`src/hw/t08_mem_pkg.sv`:
```
// t08 load/store subsystem shared types
// opcodes, func3 codes, handler states, address map and bus structs
package t08_mem_pkg;

    // major opcodes, only load, store and lui are executed
    typedef enum logic [6:0] {
        OP_LOAD  = 7'b0000011,
        OP_STORE = 7'b0100011,
        OP_LUI   = 7'b0110111,
        OP_NOP   = 7'b0010011 // addi slot, treated as no-op
    } t08_opcode_e;

    // load sizes; stores reuse 0/1/2
    typedef enum logic [2:0] {
        LB  = 3'd0,
        LH  = 3'd1,
        LW  = 3'd2,
        LBU = 3'd4,
        LHU = 3'd5
    } t08_func3_e;

    localparam t08_func3_e SB = LB;
    localparam t08_func3_e SH = LH;
    localparam t08_func3_e SW = LW;

    // handler FSM, one bit
    typedef enum logic {
        H_DATA  = 1'b0,
        H_FETCH = 1'b1
    } t08_hstate_e;

    localparam logic [31:0] I2C_ADDRESS = 32'd923923; // lone peripheral register
    localparam logic [31:0] RAM_LIMIT   = 32'd2048;   // first byte past ram

    // handler -> memory
    typedef struct packed {
        logic [31:0] addr;
        logic [31:0] wdata;
        logic        read;
        logic        write;
    } mem_req_t;

    // memory -> handler
    typedef struct packed {
        logic [31:0] rdata;
        logic        busy;
        logic        done;
    } mem_rsp_t;

    // core data command
    typedef struct packed {
        logic [31:0] addr;
        logic [31:0] wdata;
        logic        read;
        logic        write;
        logic [2:0]  func3;
    } lsu_cmd_t;

endpackage

```
`src/hw/t08_core_ctrl.sv`:
```
// t08 core sequencer
// pc, register file and load/store/lui decode, stepping in lockstep with the
// handler's fetch and data phases
`timescale 1ns/1ps

module t08_core_ctrl import t08_mem_pkg::*; (
    input  logic        clk,
    input  logic        nrst,
    input  logic        run,
    input  logic [31:0] instruction,
    input  logic [31:0] toreg,
    input  logic        freeze,
    output lsu_cmd_t    cmd,
    output logic [31:0] counter
);

    // mirrors the handler: EXEC while it sits in DATA, FETCH for its fetch cycle
    typedef enum logic [1:0] {
        C_IDLE,
        C_EXEC,
        C_FETCH
    } t08_cstate_e;

    t08_cstate_e cstate;
    t08_opcode_e op;
    logic [31:0] rf [32];
    logic [31:0] pc;
    logic [4:0]  rd, rs1, rs2;
    logic [31:0] rs1_v, rs2_v;
    logic [31:0] imm_i, imm_s, imm_u;
    logic [4:0]  wb_rd;          // pending load target
    logic        wb_pend;
    logic        is_mem, step;

    assign op    = t08_opcode_e'(instruction[6:0]);
    assign rd    = instruction[11:7];
    assign rs1   = instruction[19:15];
    assign rs2   = instruction[24:20];
    assign imm_i = {{20{instruction[31]}}, instruction[31:20]};
    assign imm_s = {{20{instruction[31]}}, instruction[31:25], instruction[11:7]};
    assign imm_u = {instruction[31:12], 12'b0};

    assign rs1_v = (rs1 == 5'd0) ? 32'd0 : rf[rs1]; // x0 hardwired
    assign rs2_v = (rs2 == 5'd0) ? 32'd0 : rf[rs2];

    assign is_mem = (op == OP_LOAD) || (op == OP_STORE);

    // data command, only while executing
    always_comb begin
        cmd.addr  = rs1_v + ((op == OP_STORE) ? imm_s : imm_i);
        cmd.wdata = rs2_v;
        cmd.func3 = instruction[14:12];
        cmd.read  = (cstate == C_EXEC) && (op == OP_LOAD);
        cmd.write = (cstate == C_EXEC) && (op == OP_STORE);
    end

    // a peripheral access holds until freeze drops on its done cycle
    assign step = (cstate == C_EXEC) && (!is_mem || cmd.addr != I2C_ADDRESS || !freeze);

    always_ff @(posedge clk or negedge nrst) begin
        if (!nrst) begin
            cstate  <= C_IDLE;
            pc      <= '0;
            wb_pend <= 1'b0;
            wb_rd   <= '0;
        end else begin
            case (cstate)
                C_IDLE: begin
                    // with no command pending freeze only rises in a fetch
                    if (run && freeze) cstate <= C_EXEC;
                end
                C_EXEC: begin
                    if (step) begin
                        pc      <= pc + 32'd4;
                        wb_pend <= (op == OP_LOAD);
                        wb_rd   <= rd;
                        cstate  <= C_FETCH;
                    end
                end
                C_FETCH: begin
                    wb_pend <= 1'b0; // written back this cycle
                    cstate  <= C_EXEC;
                end
                default: cstate <= C_IDLE;
            endcase
        end
    end

    // register file writes, lui at execute, loads once toreg is valid
    always_ff @(posedge clk) begin
        if (step && op == OP_LUI && rd != 5'd0) begin
            rf[rd] <= imm_u;
        end else if (cstate == C_FETCH && wb_pend && wb_rd != 5'd0) begin
            rf[wb_rd] <= toreg;
        end
    end

    assign counter = pc;

endmodule

```
`config.mk`:
```
export PLATFORM = sky130hd
export DESIGN_NAME = t08_core_ctrl
export DESIGN_NICKNAME = d
export VERILOG_FILES = /design/src/hw/t08_mem_pkg.sv /design/src/hw/t08_core_ctrl.sv
export SDC_FILE = /design/constraint.sdc
export NUM_CORES = 1
export LEC_CHECK = 0
export BUFFER_PORTS_ARGS = -buffer_cell sky130_fd_sc_hd__buf_2
export CAP_MARGIN = 20
export CORE_UTILIZATION = 54
export DETAILED_ROUTE_END_ITERATION = 7
export PLACE_DENSITY = 0.81
export SLEW_MARGIN = 10
export SYNTH_ARGS = -nofsm -noshare
export SYNTH_HDL_FRONTEND = slang
export SYNTH_SLANG_ARGS = --single-unit
```
`constraint.sdc`:
```
create_clock -name clk -period 21.4 [get_ports clk]
set_input_delay 4.28 -clock clk [delete_from_list [all_inputs] [get_ports clk]]
set_output_delay 4.28 -clock clk [all_outputs]
set_load 0.03 [all_outputs]
```
Word level (Yosys, flattened, before mapping) --
Memories as Yosys holds them, arrays and structs flattened. Cells that the tools add are included.
Storage, ports and cells: register bits 40, bits in writable memories 1024, input port bits 68, output and inout bits 101, word-level logic and storage cells 54, memories 1
Memory list:
- rf | depth 32, bits a word 32, rd ports 2, clocked after Yosys merged registers in 0, wr ports 1, RTL line t08_core_ctrl.sv:26 | logic [31:0] rf [32];
Cells by class: add/sub/neg operators 2, equality and inequality tests 8, multiplexer cells 16, reduce and logical (&&, ||, !) cells 23
Operator list (number):
- $mux 32 | 3
- $add 32x3->32 const B | 1
- $add 32x32->32 | 1
- $ne 32x20->1 const B | 1
- $reduce_or 32->1 | 1
- $eq 7x6->1 const B | 2
- $logic_not 5->1 | 2
- $mux 5 | 2
- $reduce_bool 5->1 | 2
- $logic_and 1x1->1 | 8
- $eq 7x2->1 const B | 1
- $mux 1 | 7
- $pmux 2 s3 | 1
- $reduce_and 2->1 | 3
- $mux 2 | 2
- $ne 2x2->1 const B | 2
- $logic_or 1x1->1 | 3
- $eq 2x1->1 const B | 1
- $eq 2x2->1 const B | 1
- $logic_not 1->1 | 2
- $logic_not 2->1 | 1
- $pmux 1 s2 | 1
- $reduce_bool 2->1 | 1

Depth between registers and ports, before layout --
depth in word-level cells 13, mapped depth 25

Worst setup path after synthesis --
OpenSTA, ideal clock, no wires.
path type input to output, start point input instruction[15], end point output cmd[53] (netlist bit), arrival 9.402 ns, required time 17.120 ns, path slack 7.718 ns, stages 17, buffers on the path 4, cell sequence buf_2 -> buf_2 -> buf_1 -> buf_2 -> mux4_2 -> a221oi_1 -> nor2_1 -> a21oi_1 -> nor2_1 -> ha_1 -> inv_1 -> fa_1 -> nor2b_1 -> o2111ai_2 -> a21oi_1 -> o211a_1 -> a2111oi_0
RTL lines:
- start, declared | RTL line t08_core_ctrl.sv:10 | input logic [31:0] instruction,
- end, declared | RTL line t08_core_ctrl.sv:13 | output lsu_cmd_t cmd,

==> flow_summary_export.csv <==
group,metric,value,unit
timing,worst_slew_pin_slew,1170,ps
timing,finalHoldViolations,0,
global_routing,vias_in_the_first_global_route,32900,
clock_network,ctsResizeCount,0,
timing,count_of_pins_over_their_slew_limit,0,
timing,fin_tns_setup,0,ps
floorplan,die_w,311,um
drt,routed_wl,159000,um
timing,slew-limit-headroom,0.216,
finish,leading_cell_type_in_the_layout_fill_and_taps_excluded,"edfxtp_1",
worst_setup_path,reg2reg_from,"rf[8][6]$_DFFE_PP_",
worst_setup_path,cp.depth,15,
clock_network,tritoncts,"yes",
floorplan,initial_utilization,0.549,
clock_network,worst_setup_hold_path_clk_slew,60,ps
finish,fin_util,0.611,
timing,worst_clock_skew_on_the_final_layout,30.6,ps
clock_network,cts-buffers-inserted,104,
global_routing,grt_overflow,0,
worst_setup_path,setup.worst_path.start,"instruction[15]",
global_routing,maximum_number_of_pins_on_one_net_before_global_route_repair,112,
timing,fmax,0.0686,GHz
floorplan,rows,112,
synth,ys.flop_type,"edfxtp_1",
global_routing,grt_antenna_before_repair,5,
drt,via_count,32900,
hold_path,min_path_cells,1,
clock_network,clock-root-buffer,"clkbuf_16",
hold_path,timing.hold.worst.start,"counter[31]$_DFFE_PN0P_",
worst_setup_path,worst-endpoint-arrival,10300,ps
synth,yosys_register_bits,1062,
place,detailed_place_hpwl,84400,um
finish,number_of_nets_at_the_end_of_the_flow,3140,
worst_setup_path,r2r.worst_path.cells,16,
synth,synthesis.instances,2880,
pwr,leak_pwr,19.9,nW
worst_setup_path,max_stage_delay,780,ps
drt,wirelength_per_cell,36.4,um
worst_setup_path,critPathBufInv,4,
synth,ys_types,72,
clock_network,cts.path.max_buffers,3,
floorplan,area_enclosed_by_the_die_boundary,96800,sq um
global_routing,grt_util_all_layers,0.329,
worst_setup_path,critPathCaptureType,"output pin",
floorplan,core_area,94000,sq um
place,io_port_bufs,166,
flow_run,max_capacitance_violation_count,0,
global_routing,grt_pass1_wl,230000,um
drt,final_antenna_net_count,0,
synth,synth_enable_flop_cells,1024,
worst_setup_path,critical-path-slowest-cell,"buf_4",
synth,syn-mean-instance-area,17.9,sq um
timing,timing.final.crit_share,0.681,
synth,synthesis.area,51600,sq um
finish,fillCellCount,6327,
place,post_place_cells,4180,
worst_setup_path,crit_path_max_fanout,90,
drt,route.detailed.vias_per_inst,7.51,
timing,setup-violations-final,0,
timing,grt_setup_unrepaired,"false",
worst_setup_path,worstPathCellList,"buf_8, buf_12, buf_4, mux4_2, a21oi_1, a31oi_1, nor3_1, nor3_1, ha_1, a2111oi_0, o221ai_1, nand3_1, o311ai_1, nor4_1, buf_2",
synth,synth_seq_area_share,0.615,
synth,synth-warning-count,0,
place,gp_congestion,0.947,
worst_setup_path,critical_path_s_most_frequent_cell,"nor3_1",
clock_network,clk_latency,680,ps
clock_network,post_cts_hold_buffer_count,0,
synth,synthDominantAreaCellType,"edfxtp_1",
worst_setup_path,critical_path_class,"input port to output pin",
synth,netlist_top_cells_area,"edfxtp_1 (60%), mux4_2 (24%), mux2i_1 (2.3%), dfrtp_1 (1.8%), nand2_1 (1.5%)",
floorplan,count_of_pins_on_the_block_boundary,169,
synth,ys_async_sr_fraction,0.0358,
drt,drtPass1Iterations,5,
pwr,worst_ir_drop_vdd,62.2,uV
worst_setup_path,path_delay_family,"buffers and inverters",
drt,initialDrtViolationCount,5918,
clock_network,clock-sinks,1062,
drt,drc,0,
finish,instances_no_fill,4376,
timing,post-route-min-period,14580,ps
clock_network,cts_setup_buffers,0,
status,status,"completed",
synth,synth.top_cell.area_share,0.596,
finish,layout_common_cells,"edfxtp_1 (1024), mux4_2 (553), nand2_1 (205), buf_2 (159), mux2i_1 (121)",
finish,area_growth_syn_to_layout,11.4,%
worst_setup_path,required,17120,ps
clock_network,clock_tree.htree_level_count,3,
worst_setup_path,cp-start-kind,"input port",
pwr,power_density,81.3,nW/um^2
floorplan,die_h,311,um
hold_path,holdCritPathClass,"flop to flop",
finish,final_layout_size_suffix_gt1_frac,0.316,
==> cell families (layout without fill, tap and decap cells) <==
kind of cell,count (synthesis),in the layout,share of synthesized area
buffers and inverters,249,457,0.0194
adders and majority gates,33,33,0.00815
and+or+nand+nor,539,539,0.0477
xor gates and xnor gates,50,50,0.00849
DFF,1062,1062,0.615
other,1,35,0.0000727
AOI/OAI and AO/OA,267,267,0.0357
muxes,679,679,0.266
==> report_power, final <==
group          switching, mW  internal (mW)
Sequential            0.0247           2.29
Combinational          0.357          0.197
Clock                  0.798           1.01
Total                   1.18           3.49
==> per-stage QoR <==
stage	hold WS [ps]	cell area (sq um)	power (mW)	worst slack, ps
after floorplan	473	51700	2.73	7720
after global placement	455	54100	2.89	6890
after detailed placement	460	54100	2.90	6820
after CTS	472	57400	4.66	6760
after global routing	489	57500	4.78	6440
final	475	57500	4.67	6820
==> area by class of cell <==
cell class              instances  area, sq um  share of cell area
diodes                          1         2.50           0.0000435
inverters                      30          115             0.00200
clock buffers                 123         2700              0.0469
multi-input cells            1602        19300               0.335
repair buffers                239         1540              0.0267
clock inverters                65          593              0.0103
well taps                    1254         1570              0.0273
flip-flops and latches       1062        31700               0.551
==> path summary, 6_finish.rpt <==
check / slack, ps / endpoint
setup / recovery: 6820 / cmd[66]
hold / removal: 480 / counter[31]$_DFFE_PN0P_
setup reg to reg: 15240 / wb_rd[0]$_DFFE_PN0P_
hold reg to reg: 480 / counter[31]$_DFFE_PN0P_
max in group asynchronous: 17140 / counter[16]$_DFFE_PN0P_
min in group asynchronous: 3710 / counter[27]$_DFFE_PN0P_
==> state kept, by name, summed over array words and instances (netlist names) <==
name	cells
cstate	2
wb_pend	1
wb_rd	5
counter	30
rf	1024
==> metal layers <==
| layer | vias up | track usage | share of wire |
|---|---|---|---|
| met5 | - | 0.00247 | 0.00044 |
| met4 | 8 | 0.148 | 0.053 |
| met3 | 587 | 0.108 | 0.16 |
| met2 | 3348 | 0.496 | 0.45 |
| met1 | 16500 | 0.439 | 0.33 |
| li1 | 12400 | - | - |
==> synthesized netlist by cell type, types with 32 or more instances <==
cell      count
nor3_1       47
mux2i_1     121
o21ai_0      37
a21oi_1      56
xor2_1       33
edfxtp_1   1024
dfrtp_1      38
mux4_2      553
nand2_1     206
ha_1         32
nor2_1      152
buf_1        62
clkbuf_1    125
(Power assumes the default switching activity.)
