### config.mk
export PLATFORM = sky130hd
export DESIGN_NAME = t08_handler
export DESIGN_NICKNAME = d
export VERILOG_FILES = /design/src/hw/t08_mem_pkg.sv /design/src/hw/t08_handler.sv
export SDC_FILE = /design/constraint.sdc
export NUM_CORES = 1
export LEC_CHECK = 0
export BUFFER_PORTS_ARGS = -buffer_cell sky130_fd_sc_hd__buf_2
export CAP_MARGIN = 10
export CORE_AREA = 2 2 104 106
export CTS_BUF_LIST = sky130_fd_sc_hd__clkbuf_4
export DETAILED_ROUTE_END_ITERATION = 8
export DIE_AREA = 0 0 106 108
export PLACE_DENSITY = 0.8
export SLEW_MARGIN = 20
export SYNTH_ARGS = -nofsm -noshare
export SYNTH_HDL_FRONTEND = slang
export SYNTH_SLANG_ARGS = --single-unit
### constraint.sdc
create_clock -name clk -period 2 [get_ports clk]
set_input_delay 0.3 -clock clk [delete_from_list [all_inputs] [get_ports clk]]
set_output_delay 0.3 -clock clk [all_outputs]
set_load 0.03 [all_outputs]
### src/hw/t08_mem_pkg.sv
// t08 load/store subsystem shared types
// opcodes, func3 codes, handler states, address map and bus structs
package t08_mem_pkg;

    // major opcodes, only load, store and lui are executed
    typedef enum logic [6:0] {
        OP_LOAD  = 7'b0000011,
        OP_STORE = 7'b0100011,
        OP_LUI   = 7'b0110111,
        OP_NOP   = 7'b0010011 // addi slot, treated as no-op
    } t08_opcode_e;

    // load sizes; stores reuse 0/1/2
    typedef enum logic [2:0] {
        LB  = 3'd0,
        LH  = 3'd1,
        LW  = 3'd2,
        LBU = 3'd4,
        LHU = 3'd5
    } t08_func3_e;

    localparam t08_func3_e SB = LB;
    localparam t08_func3_e SH = LH;
    localparam t08_func3_e SW = LW;

    // handler FSM, one bit
    typedef enum logic {
        H_DATA  = 1'b0,
        H_FETCH = 1'b1
    } t08_hstate_e;

    localparam logic [31:0] I2C_ADDRESS = 32'd923923; // lone peripheral register
    localparam logic [31:0] RAM_LIMIT   = 32'd2048;   // first byte past ram

    // handler -> memory
    typedef struct packed {
        logic [31:0] addr;
        logic [31:0] wdata;
        logic        read;
        logic        write;
    } mem_req_t;

    // memory -> handler
    typedef struct packed {
        logic [31:0] rdata;
        logic        busy;
        logic        done;
    } mem_rsp_t;

    // core data command
    typedef struct packed {
        logic [31:0] addr;
        logic [31:0] wdata;
        logic        read;
        logic        write;
        logic [2:0]  func3;
    } lsu_cmd_t;

endpackage

### src/hw/t08_handler.sv
// t08 memory handler
// shares the single memory port between pc fetch and load/store,
// sizes store data and extends load data by func3
`timescale 1ns/1ps

module t08_handler import t08_mem_pkg::*; (
    input  logic        clk,
    input  logic        nrst,
    input  lsu_cmd_t    cmd,
    input  logic [31:0] counter,
    input  mem_rsp_t    rsp,
    output mem_req_t    req,
    output logic [31:0] toreg,
    output logic [31:0] instruction,
    output logic        freeze
);

    t08_hstate_e state, next_state;
    logic [31:0] addressnew, tomem;          // bus address and sized store word
    logic [31:0] ld_ext;                     // extended load word
    logic [31:0] next_toreg, next_inst;
    logic        readout, writeout;
    logic        pend, next_pend;            // peripheral access in flight
    logic        is_periph, in_ram;

    assign is_periph = (cmd.addr == I2C_ADDRESS);
    assign in_ram    = (cmd.addr < RAM_LIMIT);

    // store word, sign taken from top of the field
    always_comb begin
        case (t08_func3_e'(cmd.func3))
            SB:      tomem = {{24{cmd.wdata[7]}}, cmd.wdata[7:0]};
            SH:      tomem = {{16{cmd.wdata[15]}}, cmd.wdata[15:0]};
            default: tomem = cmd.wdata; // sw
        endcase
    end

    // load extension on the returned word
    always_comb begin
        case (t08_func3_e'(cmd.func3))
            LB:      ld_ext = {{24{rsp.rdata[7]}}, rsp.rdata[7:0]};
            LH:      ld_ext = {{16{rsp.rdata[15]}}, rsp.rdata[15:0]};
            LBU:     ld_ext = {24'b0, rsp.rdata[7:0]};
            LHU:     ld_ext = {16'b0, rsp.rdata[15:0]};
            default: ld_ext = rsp.rdata; // lw and anything else whole
        endcase
    end

    always_comb begin
        next_state = state;
        next_toreg = toreg;
        next_inst  = instruction;
        next_pend  = pend;
        addressnew = counter;
        readout    = 1'b0;
        writeout   = 1'b0;
        case (state)
            H_DATA: begin
                next_state = H_FETCH;
                if (cmd.read | cmd.write) addressnew = cmd.addr;
                if (rsp.busy) begin
                    next_state = H_DATA;           // wait states
                end else if (pend) begin
                    // done cycle, bus stays quiet so the access is not repeated
                    if (rsp.done) begin
                        next_pend = 1'b0;
                        if (cmd.read) next_toreg = ld_ext;
                    end else begin
                        next_state = H_DATA;
                    end
                end else if (cmd.write) begin
                    writeout = 1'b1;
                    if (is_periph) begin
                        next_pend  = 1'b1;
                        next_state = H_DATA;
                    end
                end else if (cmd.read) begin
                    readout = 1'b1;
                    if (is_periph) begin
                        next_pend  = 1'b1;
                        next_state = H_DATA;
                    end else if (in_ram) begin
                        next_toreg = ld_ext;       // ram read is combinational
                    end
                end
            end
            H_FETCH: begin
                if (!rsp.busy) begin
                    readout    = 1'b1;
                    next_inst  = rsp.rdata;
                    next_state = H_DATA;
                end
            end
            default: next_state = H_DATA;
        endcase
    end

    always_ff @(posedge clk or negedge nrst) begin
        if (!nrst) begin
            state       <= H_DATA;
            pend        <= 1'b0;
            toreg       <= '0;
            instruction <= '0;
        end else begin
            state       <= next_state;
            pend        <= next_pend;
            toreg       <= next_toreg;
            instruction <= next_inst;
        end
    end

    assign freeze = rsp.busy | readout | writeout;

    assign req.addr  = addressnew;
    assign req.wdata = tomem;
    assign req.read  = readout;
    assign req.write = writeout;

endmodule

[After elaboration in Yosys (flattened, before gate mapping)]
Cells that the tools add are included.
Word-level totals
  word-level logic and storage cells: 56
  bits in registers: 66
  output and inout bits: 131
  bits of input ports: 137
Operators by class
  bitwise gates (word level): 5
  muxes and demuxes: 34
  equal/unequal tests: 7
  order comparisons: 1
  reduce and logical (&&, ||, !) cells: 5
Operators by type and width (number)
  2-to-1 mux 32 bit: 9
  one-hot mux 32 bit (4 select lines): 1
  one-hot mux 32 bit (2 select lines): 1
  == test 32 x 20 -> 1 bit (second input constant): 1
  less-than comparator 32 x 12 -> 1 bit (second input constant): 1
  2-to-1 mux 1 bit: 21
  AND reduction 7 bit: 1
  == test 3 bit (second input constant): 2
  inequality test 2 bit (second input constant): 2
  one-hot mux 1 bit (2 select lines): 2
  AND reduction 2 bit: 2
  == test 3 x 1 -> 1 bit (second input constant): 1
  logical NOT 3 bit: 1
  OR 1 bit: 3
  inequality test 2 x 1 -> 1 bit (second input constant): 1
  inverter 1 bit: 2
  nonzero test 2 bit: 1

[Logic depth before layout (Yosys ltp)]
Gate-level depths: netlist (run 1).
  word-level depth: 7
  mapped depth: 6

[Least setup slack after synthesis (run 1)]
Ideal clock, no wire load.
  path kind: in2out
  start point: input cmd[2] (netlist bit)
  end point: output req[10] (netlist bit)
  slack: 0.133 ns
  stages: 5
  path buffers: 2
  required time: 1.700 ns
  data arrival time: 1.567 ns
  cells stage by stage: clkbuf_1 or3_1 buf_2 nor2_1 a21o_1
RTL lines
  from (decl): line t08_handler.sv:9  | input lsu_cmd_t cmd,
  to (decl): line t08_handler.sv:12  | output mem_req_t req,

==> impl_metrics.ini, run 1 <==
[routing]
routed_wl_um = 11720
drc = 0
viasPerCell = 4.900
dr.first_iter.drc_count = 171
drtPass1Iterations = 4
num_vias = 3533
wire_per_inst_um = 16.26
drtAntennaViolNets = 0

[synthesis]
synthMuxAreaShare_pct = 29.94
syn_inst = 326
synth_xor_area_share_pct = 0
synthAdderAreaFrac_pct = 0
yosys_warnings = 0
synth.top_cells.by_area = dfrtp_1 (47%), mux2_2 (20%), mux2i_1 (7.1%)
yosysSeqAreaShare_pct = 46.61
synth_top_area_share_pct = 46.61
synth_top_family_by_area = multiplexers
ys_types = 27
syn_area_um2 = 3543
yosys.area.top_type = dfrtp_1
synthSimpleGateAreaFrac_pct = 6.568
syn_avg_cell_area_um2 = 10.87
synth_seq_cells = 66
synthesis.nets = 463
synth_compound_gate_area_share_pct = 9.181

[timing]
setup_violations = 0
fin_crit_sh_pct = 99.52
rsz0062_at_grt = true
setup_slack_ns = 0.009638
finClkSkew_ns = 0.01488
max_freq_ghz = 0.5024
hold_viol = 0
slew_violations = 0
hold_slack_ns = 0.1288
worst_pin_slew_ns = 0.5037
period_needed_ns = 1.990
slew_headroom_pct = 66.11
finalSetupTns_ns = 0

[clocking]
cts_root_buffer = clkbuf_4
clockBufferDepth = 2
clock_latency_ns = 0.41
clock-sinks = 66
path_clk_slew_ns = 0.10
cts_tree = done
htree_levels = 3
cts-buffers-inserted = 9

[placement]
gp_congestion = 0.8089
io_buffer_count = 253
placed_area_um2 = 4997
place_ws_ns = -0.2081
place_hpwl_um = 9072
dp_cells = 700

[setup_path]
arrival_ns = 1.69
cp-start-kind = flop
path_buf_inv = 2
cp_top_family = flip-flops
crit_required_ns = 1.70
end_kind = primary output
crit_path_max_fanout = 8
criticalPathCategory = flop to primary output
path_cells = or2_4 -> buf_12 -> mux2_4 -> buf_6
critical_path.max_stage_delay_ns = 0.39
cp_slowest_cell = dfrtp_1

[layout]
nets = 716
drive_gt1_share_pct = 61.82
stdcell_count = 721
final_cell_mix = buf_2 (220), dfrtp_1 (66), mux2_2 (62)
areaGrowthSynthToFinish_pct = 52.75
final_core_util_pct = 52.90
layout_commonest_cell = buf_2
finish.instance_area_um2 = 5413

[floorplanning]
core_area_um2 = 10230
ios = 268
die-area_um2 = 11450
die_h_um = 108
start_util_pct = 34.63
die_w_um = 106
rows = 37

[global_routing]
grt_util_all_layers_pct = 19.66
grt_pass1_vias = 3714
grt_start_max_net_pins = 49
antenna_found_initial = 1
grt_pass1_wl_um = 17710
overflow = 0

[status]
status = completed

[pwr]
power.leakage_nw = 2.830
p_per_area_nw_per_um2 = 876.3
ir_drop_mv = 0.6268
totalPowerFinal_mw = 4.743

[hold_path]
hold_path_class = primary input to flop

[run]
max_cap_viol_count = 0
-- synth_stat cells (all sizes together) --
| cell type | number |
|---|---|
| and4 | 1 |
| nand3 | 1 |
| nand4 | 2 |
| o21ai | 20 |
| mux2i | 25 |
| nor3 | 2 |
| dfrtp | 66 |
| nor2 | 7 |
| nor2b | 1 |
| and2 | 1 |
| or3 | 2 |
| a211oi | 1 |
| inv | 26 |
| nor4b | 1 |
| mux2 | 72 |
| a21oi | 26 |
| nand2 | 18 |
| nand2b | 2 |
| a21o | 9 |
| or2 | 2 |
| nor4 | 6 |
| o211ai | 2 |
| and3 | 1 |
| buf | 18 |
| clkbuf | 14 |
-- cell type report --
class / count / area [µm²]
fillers: 903 / 4818
repair buffers: 274 / 1719
multi-input cells: 202 / 1658
flip-flops and latches: 66 / 1652
well taps: 136 / 170.2
inverters: 26 / 97.59
clock buffers: 11 / 82.58
clock inverters: 5 / 31.28
diodes: 1 / 2.502
-- power breakdown --
part           total, mW  leakage (nW)  internal [mW]  switching (mW)
Combinational       2.26          2.02          0.884            1.38
Sequential          1.73         0.739           1.60           0.131
Clock              0.756        0.0666          0.280           0.476
Total               4.74          2.83           2.76            1.98
-- repair_timing --
item / CTS / global route
cloned: 2 / 0
setup buffers: 1 / 0
hold buffers: 1 / 0
pin swaps: 1 / 0
resized for setup: 70 / 4
hold endpoints to repair: 18 / 0
setup endpoints to repair: 32 / 44
-- kinds of logic after synthesis --
kind of cell	after synthesis
compound gates	58
buf+inv	58
flops	66
mux	97
simple gates	47
-- registers in the layout, summed over array words and instances (netlist names) --
signal	count
state	1
toreg	32
instruction	32
pend	1
-- routing by layer --
| metal | GRT usage, % | up-vias | part of all wire [%] |
|---|---|---|---|
| li1 | - | 1634 | - |
| met1 | 20.92 | 1724 | 37 |
| met2 | 36.82 | 151 | 54 |
| met3 | 4.882 | 24 | 6.2 |
| met4 | 8.741 | 0 | 3.1 |
| met5 | 0 | - | 0 |
-- worst paths after layout --
check	slack, ns	cells after the start	to	start
max reg2reg	0.22	7	toreg[9]	state
max	0.01	4	req[39]	state
min	0.13	2	toreg[4]	rsp[6]
max in group asynchronous	0.99	3	toreg[10]	nrst
min reg2reg	0.50	1	toreg[4]	toreg[4]
min in group asynchronous	0.39	2	instruction[6]	nrst
No activity file was read; power rests on OpenSTA's default activity.
==> run 2: changes to the inputs <==
PLACE_DENSITY = 0.81   (was 0.8)
SLEW_MARGIN = 0   (was 20)
==> run 2 against run 1 <==
Compared with the run above:
- core utilization grew 0.27 points
- largest cell class unchanged
- highest routed layer unchanged
- first-iteration DRC count grew 3.5%
- the run now ends with setup timing left
- register-to-register slack is essentially flat
- non-clock buffer count grew 2
- worst hold slack lost 0.011 ns
==> impl_metrics.ini, run 2 (synthesis results as in run 1) <==
[placement]
io_buffer_count = 253
gp_congestion = 0.7093
place_ws_ns = -0.04309
place_hpwl_um = 9065
dp_cells = 701

[setup_path]
reg2reg_depth = 6
criticalPathCategory = flop to primary output
cp-start-kind = flop
cp_top_family = flip-flops
arrival_ns = 1.73
end_kind = primary output
crit_required_ns = 1.70
path_cells = or2_4 -> buf_16 -> mux2_2 -> buf_6
worstReg2RegEnd = toreg[0]
reg2reg_from = state
critical_path.max_stage_delay_ns = 0.41
crit_path_max_fanout = 8
cp_slowest_cell = dfrtp_1
r2r_setup_slack_ns = 0.21
path_buf_inv = 2

[status]
violations = setup timing
status = finished with violations

[timing]
period_needed_ns = 2.026
slew_violations = 0
max_freq_ghz = 0.4935
finClkSkew_ns = 0.01636
slew_headroom_pct = 62.60
finalSetupTns_ns = -0.3281
worst_pin_slew_ns = 0.5609
fin_crit_sh_pct = 101.3
setup_violations = 29
rsz0062_at_grt = true
setup_slack_ns = -0.02629
hold_viol = 0

[clocking]
path_clk_slew_ns = 0.12
htree_levels = 3
clock-sinks = 66
cts_root_buffer = clkbuf_4
cts_tree = done
clockBufferDepth = 2
clock_latency_ns = 0.40
cts-buffers-inserted = 9

[layout]
layout_commonest_cell = buf_2
stdcell_count = 724
final_core_util_pct = 53.17
fill_cells = 937
reg_top3 = instruction x32, toreg x32
final_cell_mix = buf_2 (220), dfrtp_1 (66), mux2_2 (61)
nets = 718
areaGrowthSynthToFinish_pct = 53.53
drive_gt1_share_pct = 61.43

[global_routing]
grt_pass1_wl_um = 17520
overflow = 0
grt_start_max_net_pins = 45
grt_pass1_vias = 3603
antenna_found_initial = 2
grt_util_all_layers_pct = 19.65

[routing]
wire_per_inst_um = 16.42
drtAntennaViolNets = 0
dr.first_iter.drc_count = 177
viasPerCell = 4.836
drtPass1Iterations = 4
routed_wl_um = 11890
num_vias = 3501
drc = 0

[run]
max_cap_viol_count = 0

[floorplanning]
start_util_pct = 34.63
die_w_um = 106
die_h_um = 108
die-area_um2 = 11450
rows = 37
ios = 268
core_area_um2 = 10230

[pwr]
p_per_area_nw_per_um2 = 895.8
power.leakage_nw = 2.840
totalPowerFinal_mw = 4.873
ir_drop_mv = 0.5258

[hold_path]
hold_depth = 2
worstHoldStart = rsp[8]
hold_path_class = primary input to flop
hold_end = toreg[6]
## run 2: what timing repair did
item / 4_1_cts / 5_1_grt
hold buffers: 1 / 0
resized for setup: 71 / 2
cloned: 2 / 0
buffers inserted: 1 / 0
hold endpoints to repair: 22 / 0
setup endpoints to repair: 32 / 33
pin swaps: 1 / 0
## run 2: layout make-up
| class | instances | area [µm²] | area share [%] |
|---|---|---|---|
| antenna | 2 | 5.005 | 0.09200 |
| multi-input combinational | 202 | 1654 | 30.40 |
| timing repair buffer | 276 | 1725 | 31.72 |
| sequential | 66 | 1652 | 30.36 |
| tap | 136 | 170.2 | 3.128 |
| clock buffer | 9 | 67.56 | 1.242 |
| inverter | 26 | 97.59 | 1.794 |
| clock inverter | 7 | 68.82 | 1.265 |
## run 2: power breakdown
group / internal, mW / switching, mW
registers: 1.60 / 0.127
clock network: 0.376 / 0.507
logic: 0.886 / 1.38
## run 2: through the flow
step	instance area (µm²)	hold slack (ns)
floorplan	3543	0.004409
global placement	4992	0.3260
detailed placement	4992	0.3276
CTS	5419	0.07636
global route	5440	0.09190
finish	5440	0.1179
## run 2: worst max path at each step
stage	from	end	slack (ns)	cells after the start
after floorplan	cmd[2]	req[10]	0.13	5
after global placement	cmd[53]	toreg[1]	-0.04	7
after detailed placement	cmd[53]	toreg[0]	-0.04	7
after CTS	state	req[62]	-0.05	4
after global routing	state	req[43]	-0.08	4
final	state	req[43]	-0.03	4
## run 2: per-layer routing
metal / global-route usage [%] / part of all wire (%)
met5: 0 / 0
met4: 11.84 / 4.7
met3: 4.099 / 5.8
met2: 36.91 / 54
met1: 20.06 / 36
